`config.mk`:
```
export PLATFORM = sky130hd
export DESIGN_NAME = ex_stage
export DESIGN_NICKNAME = d
export VERILOG_FILES = /design/src/logic/mem_pkg.sv /design/src/logic/core_pkg.sv /design/src/logic/ex_stage.sv /design/src/logic/muldiv_unit.sv
export SDC_FILE = /design/constraint.sdc
export NUM_CORES = 2
export LEC_CHECK = 0
export ABC_AREA = 0
export BUFFER_PORTS_ARGS = -buffer_cell sky130_fd_sc_hd__clkbuf_2
export CORE_MARGIN = 5
export CORE_UTILIZATION = 40
export DETAILED_ROUTE_END_ITERATION = 8
export REMOVE_ABC_BUFFERS = 1
export SLEW_MARGIN = 10
export SYNTH_ARGS = -nofsm -noshare
export SYNTH_HDL_FRONTEND = slang
export SYNTH_SLANG_ARGS = --single-unit
```
`constraint.sdc`:
```
create_clock -name clk -period 6.4 [get_ports clk]
set_clock_uncertainty 0.1 [all_clocks]
set_input_delay 0.32 -clock clk [delete_from_list [all_inputs] [get_ports clk]]
set_output_delay 0.32 -clock clk [all_outputs]
set_load 0.02 [all_outputs]
```
`src/logic/mem_pkg.sv`:
```
`default_nettype none

// data memory geometry and access encodings
package mem_pkg;

	localparam int DMEM_WORDS = 256;      // double words
	localparam int DMEM_AW    = 8;        // word index width
	localparam int DMEM_LANES = 8;        // bytes per word
	localparam int BYTE_OFF_W = 3;        // byte offset inside a word

	// access size as seen on the load/store path
	typedef enum logic [1:0] {
		MEM_BYTE   = 2'd0,
		MEM_HALF   = 2'd1,
		MEM_WORD   = 2'd2,
		MEM_DOUBLE = 2'd3
	} mem_size_e;

	// what the memory stage does this cycle
	typedef enum logic [1:0] {
		MEM_NONE = 2'd0,
		MEM_RD   = 2'd1,
		MEM_WR   = 2'd2
	} mem_cmd_e;

endpackage

`default_nettype wire

```
`src/logic/core_pkg.sv`:
```
`default_nettype none

package core_pkg;
	import mem_pkg::*;

	localparam int XLEN          = 64;
	localparam int REG_ADDR_W    = 5;
	localparam int MULDIV_CYCLES = 64;                      // one bit per step
	localparam int MULDIV_CNT_W  = $clog2(MULDIV_CYCLES);

	typedef enum logic [3:0] {
		OP_ADD, OP_SUB, OP_AND, OP_OR, OP_XOR,
		OP_SLL, OP_SRL, OP_SRA, OP_SLT, OP_SLTU,
		OP_MUL, OP_DIVU, OP_REMU,                       // multicycle unit
		OP_LOAD, OP_STORE
	} alu_op_e;

	// decoded instruction as handed to execute
	typedef struct packed {
		alu_op_e                op;
		logic [XLEN-1:0]        src1;
		logic [XLEN-1:0]        src2;
		logic [31:0]            imm;            // sign extended in ex
		logic [REG_ADDR_W-1:0]  rd;
		logic                   reg_wen;
		mem_size_e              mem_size;
		logic                   load_signed;
	} issue_t;

	typedef struct packed {
		logic                   valid;
		alu_op_e                op;
		logic [XLEN-1:0]        result;         // alu result or address
		logic [XLEN-1:0]        store_data;
		logic [REG_ADDR_W-1:0]  rd;
		logic                   reg_wen;
		mem_size_e              mem_size;
		logic                   load_signed;
	} ex_mem_t;

	function automatic logic is_muldiv(alu_op_e op);
		return op inside {OP_MUL, OP_DIVU, OP_REMU};
	endfunction

endpackage

`default_nettype wire

```
`src/logic/ex_stage.sv`:
```
`timescale 1ns/1ps
`default_nettype none

module ex_stage import core_pkg::*; (
	input  logic    clk,
	input  logic    rst_n,
	input  logic    issue_valid_i,
	input  issue_t  issue_i,
	output ex_mem_t ex_o,
	output logic    stall_o
);

	logic [XLEN-1:0] imm_ext;
	logic [XLEN-1:0] alu_res;
	logic [XLEN-1:0] md_result;
	logic [5:0]      shamt;
	logic            md_start;
	logic            md_busy;
	logic            md_done;
	logic            md_active;
	issue_t          md_issue;     // muldiv op waiting for its result
	issue_t          sel;

	assign imm_ext  = {{(XLEN-32){issue_i.imm[31]}}, issue_i.imm};
	assign shamt    = issue_i.src2[5:0];
	assign stall_o  = md_busy | md_done;   // done cycle owns the ex output
	assign md_start = issue_valid_i && !stall_o && is_muldiv(issue_i.op);

	always_comb begin
		case (issue_i.op)
			OP_ADD:   alu_res = issue_i.src1 + issue_i.src2;
			OP_SUB:   alu_res = issue_i.src1 - issue_i.src2;
			OP_AND:   alu_res = issue_i.src1 & issue_i.src2;
			OP_OR:    alu_res = issue_i.src1 | issue_i.src2;
			OP_XOR:   alu_res = issue_i.src1 ^ issue_i.src2;
			OP_SLL:   alu_res = issue_i.src1 << shamt;
			OP_SRL:   alu_res = issue_i.src1 >> shamt;
			OP_SRA:   alu_res = $unsigned($signed(issue_i.src1) >>> shamt);
			OP_SLT:   alu_res = {{(XLEN-1){1'b0}},
			                     $signed(issue_i.src1) < $signed(issue_i.src2)};
			OP_SLTU:  alu_res = {{(XLEN-1){1'b0}}, issue_i.src1 < issue_i.src2};
			OP_LOAD,
			OP_STORE: alu_res = issue_i.src1 + imm_ext;   // effective address
			default:  alu_res = '0;
		endcase
	end

	muldiv_unit u_muldiv (
		.clk      (clk),
		.rst_n    (rst_n),
		.start_i  (md_start),
		.op_i     (issue_i.op),
		.a_i      (issue_i.src1),
		.b_i      (issue_i.src2),
		.busy_o   (md_busy),
		.done_o   (md_done),
		.result_o (md_result)
	);

	always_ff @(posedge clk) begin
		if (md_start)
			md_issue <= issue_i;
	end

	always_ff @(posedge clk or negedge rst_n) begin
		if (!rst_n)
			md_active <= 1'b0;
		else if (md_start)
			md_active <= 1'b1;
		else if (md_done)
			md_active <= 1'b0;
	end

	assign sel = md_done ? md_issue : issue_i;

	// bubble while the unit is running
	always_comb begin
		ex_o.valid       = md_done || (issue_valid_i && !stall_o && !is_muldiv(issue_i.op));
		ex_o.op          = sel.op;
		ex_o.result      = md_done ? md_result : alu_res;
		ex_o.store_data  = sel.src2;
		ex_o.rd          = sel.rd;
		ex_o.reg_wen     = sel.reg_wen;
		ex_o.mem_size    = sel.mem_size;
		ex_o.load_signed = sel.load_signed;
	end

	a_stall_owner: assert property (@(posedge clk) disable iff (!rst_n)
		stall_o |-> md_active)
		else $error("ex_stage: stall without a multicycle op");

endmodule

`default_nettype wire

```
`src/logic/muldiv_unit.sv`:
```
`timescale 1ns/1ps
`default_nettype none

// shift-add multiplier and restoring unsigned divider, one bit per cycle
module muldiv_unit import core_pkg::*; (
	input  logic             clk,
	input  logic             rst_n,
	input  logic             start_i,
	input  alu_op_e          op_i,
	input  logic [XLEN-1:0]  a_i,
	input  logic [XLEN-1:0]  b_i,
	output logic             busy_o,
	output logic             done_o,
	output logic [XLEN-1:0]  result_o
);

	typedef enum logic {
		MD_IDLE,
		MD_RUN
	} md_state_e;

	md_state_e               state;
	logic [MULDIV_CNT_W-1:0] cnt;
	alu_op_e                 op_q;
	logic [XLEN-1:0]         hi_q;      // product / partial remainder
	logic [XLEN-1:0]         lo_q;      // multiplier / quotient
	logic [XLEN-1:0]         opb_q;     // multiplicand / divisor
	logic [XLEN:0]           rem_sh;
	logic [XLEN:0]           rem_diff;
	logic                    rem_ge;

	// next partial remainder with one more dividend bit shifted in
	assign rem_sh   = {hi_q, lo_q[XLEN-1]};
	assign rem_diff = rem_sh - {1'b0, opb_q};
	assign rem_ge   = rem_sh >= {1'b0, opb_q};   // always true for a zero divisor

	assign busy_o   = (state == MD_RUN);
	assign result_o = (op_q == OP_DIVU) ? lo_q : hi_q;

	always_ff @(posedge clk or negedge rst_n) begin
		if (!rst_n) begin
			state  <= MD_IDLE;
			cnt    <= '0;
			done_o <= 1'b0;
		end else begin
			done_o <= 1'b0;
			case (state)
				MD_IDLE: begin
					if (start_i) begin
						state <= MD_RUN;
						cnt   <= '0;
					end
				end
				MD_RUN: begin
					cnt <= cnt + 1'b1;
					if (cnt == MULDIV_CNT_W'(MULDIV_CYCLES - 1)) begin
						state  <= MD_IDLE;
						done_o <= 1'b1;     // result valid next cycle
					end
				end
				default: state <= MD_IDLE;
			endcase
		end
	end

	always_ff @(posedge clk) begin
		if (start_i && state == MD_IDLE) begin
			op_q <= op_i;
			hi_q <= '0;
			if (op_i == OP_MUL) begin
				lo_q  <= b_i;
				opb_q <= a_i;
			end else begin
				lo_q  <= a_i;   // dividend shifts out the top
				opb_q <= b_i;
			end
		end else if (state == MD_RUN) begin
			if (op_q == OP_MUL) begin
				if (lo_q[0])
					hi_q <= hi_q + opb_q;
				lo_q  <= lo_q >> 1;
				opb_q <= opb_q << 1;
			end else begin
				hi_q <= rem_ge ? rem_diff[XLEN-1:0] : rem_sh[XLEN-1:0];
				lo_q <= {lo_q[XLEN-2:0], rem_ge};
			end
		end
	end

	// ex_stage must hold off a new op until the current one is finished
	a_no_start_busy: assert property (@(posedge clk) disable iff (!rst_n)
		start_i |-> !busy_o)
		else $error("muldiv_unit: start while busy");

endmodule

`default_nettype wire

```
==> run_results.csv <==
group,metric,value,unit
route,dr.first_iter.drc_count,6976,
clock_tree,clk_latency,650,ps
setup_path,start_kind,"input pin",
yosys,synth_edf_count,209,
clock_tree,cts_tree,"done",
placement,post-dp-hpwl,186.5,mm
sta,slew_viol_final,0,
die,coreArea,0.1090,mm2
die,die_h,341.3,um
sta,max_slew_margin,0.1069,
yosys,ys_async_sr_fraction,0.02847,
yosys,synthCells,6022,
yosys,synth.distinct_cells,99,
min_path,hp-class,"input pin to async pin",
sta,hold_viol_final,0,
die,initial_core_util,0.4029,
sta,tightest_slew,1328,ps
sta,rsz0062_at_grt,"false",
clock_tree,numCtsBuffers,42,
sta,fmax,167.4,MHz
setup_path,r2r_start,"u_muldiv.hi_q[0]",
setup_path,cp_max_fo,52,
power,p_per_area,295.9,mW/mm2
route,num_vias,50456,
final_layout,layout-drive-gt1-share,0.1235,
grt,grt_max_degree,129,
yosys,synth_top_area_cell,"edfxtp_1",
route,drt_pre_antenna_iters,6,
yosys,synthTopCellsByCount,"nand2_1 (943), nor2_1 (582), o21ai_0 (575)",
sta,timing.final.ws_setup,424.6,ps
yosys,ys_ff_latch,281,
placement,io_buffers,318,
clock_tree,clock_sinks,281,
route,vias_per_cell,6.605,
clock_tree,clock_path_buffers,3,
setup_path,critPathCaptureType,"primary output",
grt,grt_pass1_vias,46728,
run_status,outcome,"finished clean",
flow_run,drv_cap,0,
route,wl,235.7,mm
final_layout,fin_cells,7639,
sta,setup_viol,0,
route,wire_per_inst,30.85,um
placement,pre_cts_ws,417.0,ps
die,io_pins,319,
clock_tree,clk_pin_slew,60,ps
placement,gp_congestion,1.062,
die,rows,121,
yosys,netlist_top_cells_area,"edfxtp_1 (14%), ha_1 (11%), nand2_1 (8.1%)",
setup_path,path_class,"input pin to primary output",
final_layout,syn_to_final_growth,11.93,%
grt,grt-ovfl-total,0,
route,ant_nets,0,
sta,period_minus_slack,5975,ps
setup_path,arrival,5560,ps
yosys,synth_ff_type,"edfxtp_1",
yosys,syn_area_per_cell,7.292,um2
power,p_leak,20.79,nW
route,drc,0,
die,dieArea,0.1165,mm2
grt,track_usage,0.3840,
sta,period_share,0.9337,
yosys,yosysWarningCount,0,
clock_tree,root_buffer,"clkbuf_16",
yosys,synth-seq-area-share,0.1767,
yosys,synth_top_area_share,0.1429,
clock_tree,htreeDepth,2,
yosys,synthesis.area,0.04391,mm2
placement,dp_cells,7477,
yosys,synth_most_common_cell,"nand2_1",
setup_path,cp-startpoint,"issue_i[170]",
power,peakVddDrop,0.2629,mV
grt,antenna_found_initial,21,
grt,grt_pass1_wl,332.9,mm
final_layout,fin_nets,6757,
setup_path,critPathRequiredTime,5980,ps
die,die_w,341.3,um
## power by group
part | switching [W] | total, W | internal, W
combinational | 0.00566 | 0.00902 | 0.00336
clock | 0.00101 | 0.00235 | 0.00134
sequential | 0.000635 | 0.00318 | 0.00254
## metrics by stage
stage | util | total power (W) | hold slack (ps) | TNS [ps] | instance area [um2]
6_report | 0.4509 | 0.01454 | 8.771 | 0 | 49150
3_5_place_dp | 0.4319 | 0.01187 | 82.23 | 0 | 47080
5_1_grt | 0.4508 | 0.01539 | 57.93 | 0 | 49140
2_1_floorplan | - | 0.008991 | -75.59 | -1564260 | 42270
4_1_cts | 0.4505 | 0.01430 | 16.50 | 0 | 49110
3_3_place_gp | 0.4319 | 0.01185 | 79.36 | 0 | 47080
## path summary, 6_finish.rpt
check	endpoint	slack, ps	cells past startpoint
min reg2reg	u_muldiv.cnt[0]	410	1
min	u_muldiv.cnt[2]	9	2
min in group clk	md_issue[172]	90	2
max	ex_o[136]	420	19
max in group asynchronous	u_muldiv.done_o	5980	2
max reg2reg	u_muldiv.hi_q[62]	1780	15
## cells in the final DEF, fill, tap and decap left out, drive strengths merged, types with 33 or more instances in the layout
| cell type | instances |
|---|---|
| nand2 | 943 |
| clkbuf | 379 |
| nor2 | 583 |
| inv | 320 |
| ha | 398 |
| o21ai | 583 |
| xor2 | 76 |
| nand2b | 37 |
| a221oi | 58 |
| nor2b | 41 |
| mux2i | 124 |
| a21oi | 497 |
| a22oi | 40 |
| a21o | 170 |
| o22ai | 66 |
| o31ai | 48 |
| dfxtp | 64 |
| xnor2 | 137 |
| a211oi | 115 |
| o211ai | 53 |
| buf | 159 |
| mux4 | 126 |
| nand3 | 65 |
| o21bai | 63 |
| o221ai | 39 |
| edfxtp | 209 |
| nor3 | 99 |
| a31oi | 107 |
| dlygate4sd3 | 70 |
| and3 | 33 |
| nand4 | 71 |
## logic make-up (layout without fill, tap and decap cells)
kind of cell	after synthesis	in the layout	share of synthesized area
simple gates	1993	1993	0.1939
mux	281	281	0.1008
other cells	0	12	0
compound gates	2104	2104	0.3063
flops	281	281	0.1767
xor+xnor	213	213	0.04248
fa+ha+maj	402	402	0.1152
buf+inv	748	939	0.06459
## sequential cells by signal (all words and copies together) (netlist names)
name	flops
u_muldiv.cnt	6
u_muldiv.busy_o	1
u_muldiv.op_q	4
md_issue	77
u_muldiv.opb_q	64
u_muldiv.done_o	1
u_muldiv.hi_q	64
u_muldiv.lo_q	64
## area by class of cell
type / instances / area [um2]
fillers: 11329 / 59850
multi-input cells: 4993 / 33460
flip-flops and latches: 281 / 7761
repair buffers: 543 / 3600
well taps: 1414 / 1769
inverters: 318 / 1206
clock buffers: 65 / 1199
clock inverters: 13 / 127.6
diodes: 12 / 30.03
## critical path, stage by stage
cell and delay [ps]:
clkbuf_2 90, nand2b_1 250, a21oi_4 490, buf_4 220, buf_12 200, o21ai_0 180
ha_1 360, o21a_1 180, o21ai_0 110, o2bb2ai_1 160, o31ai_1 690, a41oi_1 320
o21ai_1 630, a41o_1 420, o21a_1 180, xnor2_1 110, o21ai_0 90, o32a_1 330
clkbuf_2 170
## metal layers
layer / part of all wire / track usage / vias up
met5: 0.00034 / 0 / -
met4: 0.054 / 0.1723 / 12
met3: 0.11 / 0.08528 / 509
met2: 0.42 / 0.5723 / 3084
met1: 0.42 / 0.5316 / 24400
li1: - / - / 22451
## timing repair
item,CTS,global route
setup endpoints to repair,0,1
buffers inserted,0,2
endpoints found under the hold margin,77,0
hold buffers,70,0
gates resized for setup,0,1
No activity file was read; power rests on OpenSTA's default activity.
